<file path="config.mk">
export PLATFORM = sky130hd
export DESIGN_NAME = ooo_dispatch
export DESIGN_NICKNAME = d
export VERILOG_FILES = /design/src/hdl/rename_pkg.sv /design/src/hdl/inst_pkg.sv /design/src/hdl/ooo_dispatch.sv /design/src/hdl/register_file.sv /design/src/hdl/operand_select.sv /design/src/hdl/reorder_buffer.sv /design/src/hdl/map_table.sv /design/src/hdl/dispatch_ctrl.sv
export VERILOG_INCLUDE_DIRS = /design/src /design/src/hdl
export SDC_FILE = /design/constraint.sdc
export NUM_CORES = 2
export LEC_CHECK = 0
export ABC_AREA = 1
export ABC_CLOCK_PERIOD_IN_PS = 3550
export BUFFER_PORTS_ARGS = -buffer_cell sky130_fd_sc_hd__buf_2
export CORE_MARGIN = 2
export CORE_UTILIZATION = 23
export DETAILED_ROUTE_END_ITERATION = 10
export HOLD_SLACK_MARGIN = 0.05
export PLACE_DENSITY = 0.37
export SLEW_MARGIN = 30
export SYNTH_ARGS = -nofsm -noshare
export SYNTH_HDL_FRONTEND = slang
export SYNTH_SLANG_ARGS = --single-unit
</file>
<file path="constraint.sdc">
create_clock -name clk -period 3.55 [get_ports clk]
set_clock_uncertainty 0.15 [all_clocks]
set_input_delay 0.5325 -clock clk [delete_from_list [all_inputs] [get_ports clk]]
set_output_delay 0.5325 -clock clk [all_outputs]
set_load 0.03 [all_outputs]
</file>
<file path="src/hdl/dispatch_consts.svh">
`ifndef DISPATCH_CONSTS_SVH
`define DISPATCH_CONSTS_SVH

// datapath and architectural register file
`define XLEN 32
`define REG_NUM 32
`define REG_ADDR_LEN 5

// reorder buffer, power of two
`define ROB_SIZE 8
`define ROB_TAG_LEN 3
// one more bit than the tag so a full buffer can be told from an empty one
`define ROB_CNT_LEN 4

// ALU, MULT, BTU, LSU
`define FU_NUM 4

`endif
</file>
<file path="src/hdl/rename_pkg.sv">
`include "dispatch_consts.svh"

package rename_pkg;

    typedef logic [`REG_ADDR_LEN-1:0] reg_addr_t;
    typedef logic [`ROB_TAG_LEN-1:0] rob_tag_t;
    typedef logic [`XLEN-1:0] xlen_t;

    // where a source operand currently lives
    typedef enum logic [1:0] {
        SRC_REGFILE,
        SRC_ROB_READY,
        SRC_PENDING
    } src_stat_e;

    typedef struct packed {
        logic     busy;
        rob_tag_t tag;
    } map_entry_t;

    typedef struct packed {
        logic     valid;
        rob_tag_t tag;
        xlen_t    data;
    } cdb_packet_t;

    typedef struct packed {
        logic      valid;
        reg_addr_t reg_addr;
        xlen_t     data;
    } retire_packet_t;

endpackage

</file>
<file path="src/hdl/inst_pkg.sv">
package inst_pkg;

    // also the bit index into rs_full and rs_load
    typedef enum logic [1:0] {
        FU_ALU  = 2'd0,
        FU_MULT = 2'd1,
        FU_BTU  = 2'd2,
        FU_LSU  = 2'd3
    } fu_e;

    typedef struct packed {
        fu_e                  fu;
        logic [3:0]           func;
        rename_pkg::reg_addr_t dest;
        logic                 has_dest;
        rename_pkg::reg_addr_t src1;
        rename_pkg::reg_addr_t src2;
        rename_pkg::xlen_t    imm;
        logic                 imm_valid;
        rename_pkg::xlen_t    pc;
        logic                 pc_valid;
    } decoded_pack_t;

    typedef struct packed {
        fu_e                  fu;
        logic [3:0]           func;
        rename_pkg::rob_tag_t tag_dest;
        rename_pkg::rob_tag_t tag_src1;
        rename_pkg::rob_tag_t tag_src2;
        logic                 ready_src1;
        logic                 ready_src2;
        rename_pkg::xlen_t    value_src1;
        rename_pkg::xlen_t    value_src2;
        rename_pkg::xlen_t    imm;
        rename_pkg::xlen_t    pc;
    } rs_entry_t;

    typedef enum logic {
        DISP_EMPTY,
        DISP_HELD
    } dispatch_state_e;

endpackage

</file>
<file path="src/hdl/ooo_dispatch.sv">
`timescale 1ns/100ps

`include "dispatch_consts.svh"

module ooo_dispatch (
    input  logic                       clk,
    input  logic                       reset,
    input  logic                       decoded_valid,
    input  inst_pkg::decoded_pack_t    decoded,
    input  logic [`FU_NUM-1:0]         rs_full,
    input  rename_pkg::cdb_packet_t    cdb,
    output logic [`FU_NUM-1:0]         rs_load,
    output inst_pkg::rs_entry_t        rs_entry,
    output logic                       stall,
    output rename_pkg::retire_packet_t retire
);
    import rename_pkg::*;
    import inst_pkg::*;

    decoded_pack_t held;
    logic          fire;
    logic          rob_full;
    rob_tag_t      alloc_tag;
    rob_tag_t      retire_tag;
    map_entry_t    map_src1;
    map_entry_t    map_src2;
    xlen_t         rf_data1;
    xlen_t         rf_data2;
    logic          rob_ready1;
    logic          rob_ready2;
    xlen_t         rob_value1;
    xlen_t         rob_value2;

    dispatch_ctrl dispatch_ctrl_i (
        .clk           (clk),
        .reset         (reset),
        .decoded_valid (decoded_valid),
        .decoded       (decoded),
        .rs_full       (rs_full),
        .rob_full      (rob_full),
        .held          (held),
        .fire          (fire),
        .rs_load       (rs_load),
        .stall         (stall)
    );

    map_table map_table_i (
        .clk        (clk),
        .reset      (reset),
        .src1       (held.src1),
        .src2       (held.src2),
        .map_src1   (map_src1),
        .map_src2   (map_src2),
        .alloc      (fire),
        .dest       (held.dest),
        .has_dest   (held.has_dest),
        .alloc_tag  (alloc_tag),
        .retire_tag (retire_tag),
        .retire     (retire)
    );

    // source tags from the map table index the ROB lookups
    reorder_buffer reorder_buffer_i (
        .clk            (clk),
        .reset          (reset),
        .alloc          (fire),
        .alloc_dest     (held.dest),
        .alloc_has_dest (held.has_dest),
        .alloc_tag      (alloc_tag),
        .rob_full       (rob_full),
        .cdb            (cdb),
        .query_tag1     (map_src1.tag),
        .query_tag2     (map_src2.tag),
        .ready1         (rob_ready1),
        .ready2         (rob_ready2),
        .value1         (rob_value1),
        .value2         (rob_value2),
        .retire_tag     (retire_tag),
        .retire         (retire)
    );

    register_file register_file_i (
        .clk    (clk),
        .reset  (reset),
        .raddr1 (held.src1),
        .raddr2 (held.src2),
        .rdata1 (rf_data1),
        .rdata2 (rf_data2),
        .retire (retire)
    );

    operand_select operand_select_i (
        .held       (held),
        .map_src1   (map_src1),
        .map_src2   (map_src2),
        .rf_data1   (rf_data1),
        .rf_data2   (rf_data2),
        .rob_ready1 (rob_ready1),
        .rob_ready2 (rob_ready2),
        .rob_value1 (rob_value1),
        .rob_value2 (rob_value2),
        .cdb        (cdb),
        .alloc_tag  (alloc_tag),
        .rs_entry   (rs_entry)
    );

endmodule

</file>
<file path="src/hdl/register_file.sv">
`timescale 1ns/100ps

`include "dispatch_consts.svh"

module register_file (
    input  logic                       clk,
    input  logic                       reset,
    input  rename_pkg::reg_addr_t      raddr1,
    input  rename_pkg::reg_addr_t      raddr2,
    output rename_pkg::xlen_t          rdata1,
    output rename_pkg::xlen_t          rdata2,
    input  rename_pkg::retire_packet_t retire
);
    import rename_pkg::*;

    xlen_t regs [`REG_NUM];

    // r0 is never written, so it reads zero after reset
    always_ff @(posedge clk) begin
        if (reset) begin
            for (int i = 0; i < `REG_NUM; i++) begin
                regs[i] <= '0;
            end
        end else if (retire.valid && (retire.reg_addr != '0)) begin
            regs[retire.reg_addr] <= retire.data;
        end
    end

    assign rdata1 = regs[raddr1];
    assign rdata2 = regs[raddr2];

endmodule

</file>
<file path="src/hdl/operand_select.sv">
`timescale 1ns/100ps

module operand_select (
    input  inst_pkg::decoded_pack_t held,
    input  rename_pkg::map_entry_t  map_src1,
    input  rename_pkg::map_entry_t  map_src2,
    input  rename_pkg::xlen_t       rf_data1,
    input  rename_pkg::xlen_t       rf_data2,
    input  logic                    rob_ready1,
    input  logic                    rob_ready2,
    input  rename_pkg::xlen_t       rob_value1,
    input  rename_pkg::xlen_t       rob_value2,
    input  rename_pkg::cdb_packet_t cdb,
    input  rename_pkg::rob_tag_t    alloc_tag,
    output inst_pkg::rs_entry_t     rs_entry
);
    import rename_pkg::*;
    import inst_pkg::*;

    src_stat_e stat1;
    src_stat_e stat2;

    function automatic logic cdb_match(map_entry_t m, cdb_packet_t bus);
        return bus.valid && (bus.tag == m.tag);
    endfunction

    function automatic src_stat_e source_status(map_entry_t m, logic rob_rdy, cdb_packet_t bus);
        src_stat_e stat;
        if (!m.busy) begin
            stat = SRC_REGFILE;
        end else if (rob_rdy || cdb_match(m, bus)) begin
            stat = SRC_ROB_READY;
        end else begin
            stat = SRC_PENDING;
        end
        return stat;
    endfunction

    function automatic xlen_t source_value(src_stat_e stat, map_entry_t m, xlen_t rf_data,
                                           xlen_t rob_value, cdb_packet_t bus);
        xlen_t value;
        case (stat)
            SRC_REGFILE:   value = rf_data;
            // same-cycle broadcast bypasses the ROB write
            SRC_ROB_READY: value = cdb_match(m, bus) ? bus.data : rob_value;
            default:       value = '0;
        endcase
        return value;
    endfunction

    assign stat1 = source_status(map_src1, rob_ready1, cdb);
    assign stat2 = source_status(map_src2, rob_ready2, cdb);

    always_comb begin
        rs_entry.fu         = held.fu;
        rs_entry.func       = held.func;
        rs_entry.tag_dest   = alloc_tag;
        rs_entry.tag_src1   = map_src1.tag;
        rs_entry.tag_src2   = map_src2.tag;
        rs_entry.ready_src1 = (stat1 != SRC_PENDING);
        rs_entry.ready_src2 = (stat2 != SRC_PENDING);
        rs_entry.value_src1 = source_value(stat1, map_src1, rf_data1, rob_value1, cdb);
        rs_entry.value_src2 = source_value(stat2, map_src2, rf_data2, rob_value2, cdb);
        rs_entry.imm        = '0;
        rs_entry.pc         = '0;

        if (held.fu == FU_BTU) begin
            // branches need registers and imm/pc side by side
            rs_entry.imm = held.imm;
            rs_entry.pc  = held.pc;
        end else begin
            if (held.pc_valid) begin
                rs_entry.ready_src1 = 1'b1;
                rs_entry.value_src1 = held.pc;
            end
            if (held.imm_valid) begin
                rs_entry.ready_src2 = 1'b1;
                rs_entry.value_src2 = held.imm;
            end
        end
    end

endmodule

</file>
<file path="src/hdl/reorder_buffer.sv">
`timescale 1ns/100ps

`include "dispatch_consts.svh"

module reorder_buffer (
    input  logic                       clk,
    input  logic                       reset,

    // allocation at the tail on dispatch
    input  logic                       alloc,
    input  rename_pkg::reg_addr_t      alloc_dest,
    input  logic                       alloc_has_dest,
    output rename_pkg::rob_tag_t       alloc_tag,
    output logic                       rob_full,

    // completions
    input  rename_pkg::cdb_packet_t    cdb,

    // operand lookups by tag
    input  rename_pkg::rob_tag_t       query_tag1,
    input  rename_pkg::rob_tag_t       query_tag2,
    output logic                       ready1,
    output logic                       ready2,
    output rename_pkg::xlen_t          value1,
    output rename_pkg::xlen_t          value2,

    // in-order retirement from the head
    output rename_pkg::rob_tag_t       retire_tag,
    output rename_pkg::retire_packet_t retire
);
    import rename_pkg::*;

    reg_addr_t entry_dest  [`ROB_SIZE];
    xlen_t     entry_value [`ROB_SIZE];
    logic [`ROB_SIZE-1:0] entry_ready;

    rob_tag_t head;
    rob_tag_t tail;
    logic [`ROB_CNT_LEN-1:0] count;

    logic do_retire;

    // head is ready and there is something in flight
    assign do_retire = (count != '0) && entry_ready[head];

    assign alloc_tag = tail;
    // size is a power of two, so the top count bit means full
    assign rob_full  = count[`ROB_CNT_LEN-1];

    always_ff @(posedge clk) begin
        if (reset) begin
            head        <= '0;
            tail        <= '0;
            count       <= '0;
            entry_ready <= '0;
        end else begin
            if (alloc) begin
                tail              <= tail + 1'b1;
                entry_ready[tail] <= 1'b0;
            end
            if (do_retire) begin
                head <= head + 1'b1;
            end
            case ({alloc, do_retire})
                2'b10:   count <= count + 1'b1;
                2'b01:   count <= count - 1'b1;
                default: count <= count;
            endcase
            // cdb only targets allocated slots, never the tail
            if (cdb.valid) begin
                entry_ready[cdb.tag] <= 1'b1;
            end
        end
    end

    // no destination is recorded as r0, which the register file ignores
    always_ff @(posedge clk) begin
        if (alloc) begin
            entry_dest[tail] <= alloc_has_dest ? alloc_dest : '0;
        end
        if (cdb.valid) begin
            entry_value[cdb.tag] <= cdb.data;
        end
    end

    assign ready1 = entry_ready[query_tag1];
    assign ready2 = entry_ready[query_tag2];
    assign value1 = entry_value[query_tag1];
    assign value2 = entry_value[query_tag2];

    assign retire_tag      = head;
    assign retire.valid    = do_retire;
    assign retire.reg_addr = entry_dest[head];
    assign retire.data     = entry_value[head];

endmodule

</file>
<file path="src/hdl/map_table.sv">
`timescale 1ns/100ps

`include "dispatch_consts.svh"

module map_table (
    input  logic                       clk,
    input  logic                       reset,

    // source lookups for the held instruction
    input  rename_pkg::reg_addr_t      src1,
    input  rename_pkg::reg_addr_t      src2,
    output rename_pkg::map_entry_t     map_src1,
    output rename_pkg::map_entry_t     map_src2,

    // rename of the destination on dispatch
    input  logic                       alloc,
    input  rename_pkg::reg_addr_t      dest,
    input  logic                       has_dest,
    input  rename_pkg::rob_tag_t       alloc_tag,

    // retirement from the ROB head
    input  rename_pkg::rob_tag_t       retire_tag,
    input  rename_pkg::retire_packet_t retire
);
    import rename_pkg::*;

    map_entry_t map_q [`REG_NUM];

    logic retire_hit;
    logic rename_en;

    // only clear if no younger producer took the register over
    assign retire_hit = retire.valid && map_q[retire.reg_addr].busy &&
                        (map_q[retire.reg_addr].tag == retire_tag);

    // r0 is hardwired and never renamed
    assign rename_en = alloc && has_dest && (dest != '0);

    always_ff @(posedge clk) begin
        if (reset) begin
            for (int i = 0; i < `REG_NUM; i++) begin
                map_q[i] <= '0;
            end
        end else begin
            if (retire_hit) begin
                map_q[retire.reg_addr] <= '0;
            end
            // rename comes last so it wins over a retire of the same register
            if (rename_en) begin
                map_q[dest] <= '{busy: 1'b1, tag: alloc_tag};
            end
        end
    end

    assign map_src1 = map_q[src1];
    assign map_src2 = map_q[src2];

endmodule

</file>
<file path="src/hdl/dispatch_ctrl.sv">
`timescale 1ns/100ps

`include "dispatch_consts.svh"

module dispatch_ctrl (
    input  logic                    clk,
    input  logic                    reset,

    // from decode, only strobed while stall is low
    input  logic                    decoded_valid,
    input  inst_pkg::decoded_pack_t decoded,

    // station and ROB occupancy
    input  logic [`FU_NUM-1:0]      rs_full,
    input  logic                    rob_full,

    output inst_pkg::decoded_pack_t held,
    output logic                    fire,
    output logic [`FU_NUM-1:0]      rs_load,
    output logic                    stall
);
    import inst_pkg::*;

    dispatch_state_e state;

    // dispatch register, payload only
    always_ff @(posedge clk) begin
        if (decoded_valid) begin
            held <= decoded;
        end
    end

    // a new strobe in the firing cycle keeps the register occupied
    always_ff @(posedge clk) begin
        if (reset) begin
            state <= DISP_EMPTY;
        end else if (decoded_valid) begin
            state <= DISP_HELD;
        end else if (fire) begin
            state <= DISP_EMPTY;
        end
    end

    // needs room in the target station and a free ROB slot
    assign fire = (state == DISP_HELD) && !rs_full[held.fu] && !rob_full;

    // holding something that cannot leave this cycle
    assign stall = (state == DISP_HELD) && !fire;

    // one-hot load toward the selected station
    always_comb begin
        rs_load = '0;
        if (fire) begin
            rs_load[held.fu] = 1'b1;
        end
    end

endmodule

</file>
==> summary.txt <==
Timing
  – Final hold violation count: 0
  – Slew headroom: 0.3943
  – RSZ-0062 raised after global routing: true
  – # setup viols final: 348
  – Peak Freq: about 0.21 GHz
  – Final worst slack: -1183 ps
  – Slew @ Worst Pin: approximately 910 ps
  – Fin crit period: ~4700 ps
  – Final max-slew violation count: 0
  – TNS Setup: -86490 ps
  – Tcrit/Tclk final: 1.333

Power and ir drop
  – Lkg Pwr: around 48 nW
  – P per Cell Area: about 500 nW/µm²
  – Peak supply drop: about 370 µV

Layout
  – Most frequent cells in the layout: 2356 x nand2_1, 1504 x edfxtp_1, 1259 x nor2_1
  – Final Core Density: 0.3100
  – Layout area overhead: 34.30%
  – Most common cell after layout, fill and taps aside: nand2_1
  – Fraction of layout cells with a size suffix above 1: 0.2090
  – Nets: between 10000 and 15000
  – Fin cells: roughly 17000
  – Final instance area: between 100000 and 150000 µm²

Worst hold path
  – Worst Hold Class: input port to flop

Route
  – DRC viols: 0
  – Vias per cell: roughly 5.2
  – Detailed Routing Iterations Pass 1: 8
  – Avg WL per Cell: ~28 µm
  – DR iter-0 viols: between 9000 and 10000
  – Via count: roughly 86000
  – Routed Antenna Nets: 0
  – Overall routed net length: approximately 470000 µm

Clock tree
  – Clock buffer depth: 4
  – Clk sinks: approximately 1600
  – TritonCTS clock tree: yes
  – Clk_lat worst skew: about 900 ps
  – H-tree Lvls: 4
  – Clock slew at reported path FFs: approximately 60 ps
  – Clk root buf: clkbuf_16
  – CTS Buf Count: a little under 200

Worst setup path
  – WS Path Type: flop to output pin
  – Crit path DAT: approximately 4100 ps
  – Buf+Inv Stages, Crit Path: 9
  – Critical Path End Type: output pin
  – Crit-path max FO: 7
  – Critical path's slowest cell: dfxtp_4
  – Delay-heaviest family, CP: buffers and inverters
  – Worst Setup Start Kind: flop
  – Critical path required time: 2870 ps
  – CP Cell Sequence: buf_12 > clkinv_16 > buf_16 > nand2_2 > nand3_2 > nand3_2 > nand2_1 > nand2_2 > nand3_4 > nand2_8 > buf_12 > buf_12 > buf_16 > buf_12 > clkbuf_16 > o211ai_1 > nand3_1 > nand3_1 > nand2_1 > nand2_1 > nand2_1 > nand2_2 > nand2_2 > buf_6
  – CP peak stage delay: about 380 ps

Yosys
  – Post-Synth XOR/XNOR Area: 0.0002865
  – FFs w/ async S/R, synth: 0
  – Post-synthesis cell type count: 49
  – Yosys reg bits: roughly 1600
  – YS warnings: 0
  – Post-synthesis mux area share: 0
  – Synth Area in Adders: 0.0009455
  – Synthesized area per cell: slightly above 8 µm²
  – Post-synthesis simple-gate area fraction: 0.2188
  – Synth Flop Type: edfxtp_1
  – Cell area after synthesis: between 80000 and 90000 µm²
  – Gate Count Post-Synth: 10563
  – Compound-cell area share of the yosys netlist: 0.1683
  – Sequential share of the synthesized area: 0.5318
  – Post-synth EDFFs: 1504
  – Main combinational cell family by area after synthesis: simple AND/OR/NAND/NOR gates

Floorplan
  – I/O pin cnt: between 300 and 400
  – Die X: a little over 600 µm
  – Initial Utilization: 0.2308
  – Rows: 226
  – Die Area: a little under 400000 µm²
  – Core area: around 380000 µm²
  – Die Ht: slightly above 600 µm

Global route
  – GRT Total Usage: 0.2297
  – Initial antenna violation count: 16
  – Vias in the first global route: between 80000 and 90000
  – First-pass GRT wire length: about 640000 µm
  – Gr ovfl total: 0
  – Largest net degree at the start of global routing: roughly 170

Flow run
  – MaxCap Viol Count: 0

Placement
  – Port-buffer cells: roughly 320
  – Gpl congestion: ~0.90
  – Placed cells: between 15000 and 20000
  – Post-DP Area: between 100000 and 150000 µm²
  – Placement Setup Slack: -795.8 ps
  – Detail Placement HPWL: 294000 µm

Run status
  – Status: complete, but fails checks
  – Failing checks: negative setup slack
[metal layers]
metal,GRT usage,part of all wire,wire [µm]
met1,0.3043,0.42,196800
met2,0.3830,0.47,221300
met5,0,0,0
met4,0.08178,0.044,20880
met3,0.02898,0.071,33670
[cells by family (layout without fill, tap and decap cells)]
logic type | Yosys count | in the layout
flops | 1568 | 1568
fa+ha+maj | 6 | 6
other cells | 1 | 44
compound gates | 2527 | 2527
simple gates | 4786 | 4786
xor+xnor | 2 | 2
buf+inv | 1673 | 2822
[registers in the layout (all words and copies together), names as in the netlist, named ones only]
signal                        cells
dispatch_ctrl_i.state             1
reorder_buffer_i.count            4
reorder_buffer_i.entry_value    256
reorder_buffer_i.entry_ready      8
reorder_buffer_i.entry_dest      40
reorder_buffer_i.alloc_tag        3
register_file_i.regs           1024
dispatch_ctrl_i.held             88
reorder_buffer_i.retire_tag       3
map_table_i.map_q               128
[report_power, final]
group / switching (mW) / leakage, nW / internal (mW)
Combinational: 11.6 / 29.2 / 6.28
Sequential: 0.421 / 15.6 / 20.9
Clock: 8.41 / 2.80 / 10.7
[cell usage after synthesis (13+ instances only)]
master	instances	area, µm²
nand2_1	2676	10040
edfxtp_1	1504	45160
nor2_1	1282	4812
a21oi_1	1212	6066
inv_1	717	2691
o21ai_0	659	3298
nand3_1	654	3273
clkbuf_1	456	1712
buf_2	344	1722
o211ai_1	238	1787
o311ai_0	227	1988
nor3_1	125	625.6
a221oi_1	108	945.9
buf_1	76	285.3
dfxtp_1	64	1281
buf_4	49	367.9
a211oi_1	30	225.2
nand2_2	20	125.1
o21ai_1	18	90.09
o311ai_1	14	122.6
inv_2	13	48.80
[per-stage QoR]
step | hold WS (ps) | power [mW]
after floorplan | 261.9 | 28.61
final | 147.0 | 58.34
after detailed placement | 273.1 | 36.27
after global placement | 276.4 | 36.28
after CTS | 84.73 | 57.12
after global routing | 144.6 | 60.21
[layout make-up]
cell class	instances	area, µm²
antenna	9	22.52
clock buffer	246	5112
clock inverter	80	614.3
fill	39836	261100
inverter	738	2899
multi-input combinational	7356	36590
sequential	1568	46480
tap	5016	6276
timing repair buffer	1751	19210
timing repair inverter	7	92.59
[timing repair]
item	CTS	global route
pin swaps	73	157
endpoints found under the hold margin	382	0
gates resized for setup	567	511
gates cloned	33	47
hold buffers	123	0
buffers inserted	54	57
setup endpoints to repair	276	646
[worst min-delay path, stage by stage]
cell     delay, ps
buf_2          130
nand2_1        170
nor2_4         140
[final timing paths]
kind | startpoint | end | slack, ps | depth (start not counted)
setup / recovery | flop | rs_entry[120] | -1180 | 24
hold / removal | cdb[34] | reorder_buffer_i.entry_value[7][9]$_DFFE_PP_ | 150 | 3
setup reg to reg | flop | map_table_i.map_q[3][2]$_SDFFCE_PN0P_ | -260 | 25
hold reg to reg | dispatch_ctrl_i.held[68]$_DFFE_PP_ | flop | 290 | 2
No activity file was read; power rests on OpenSTA's default activity.
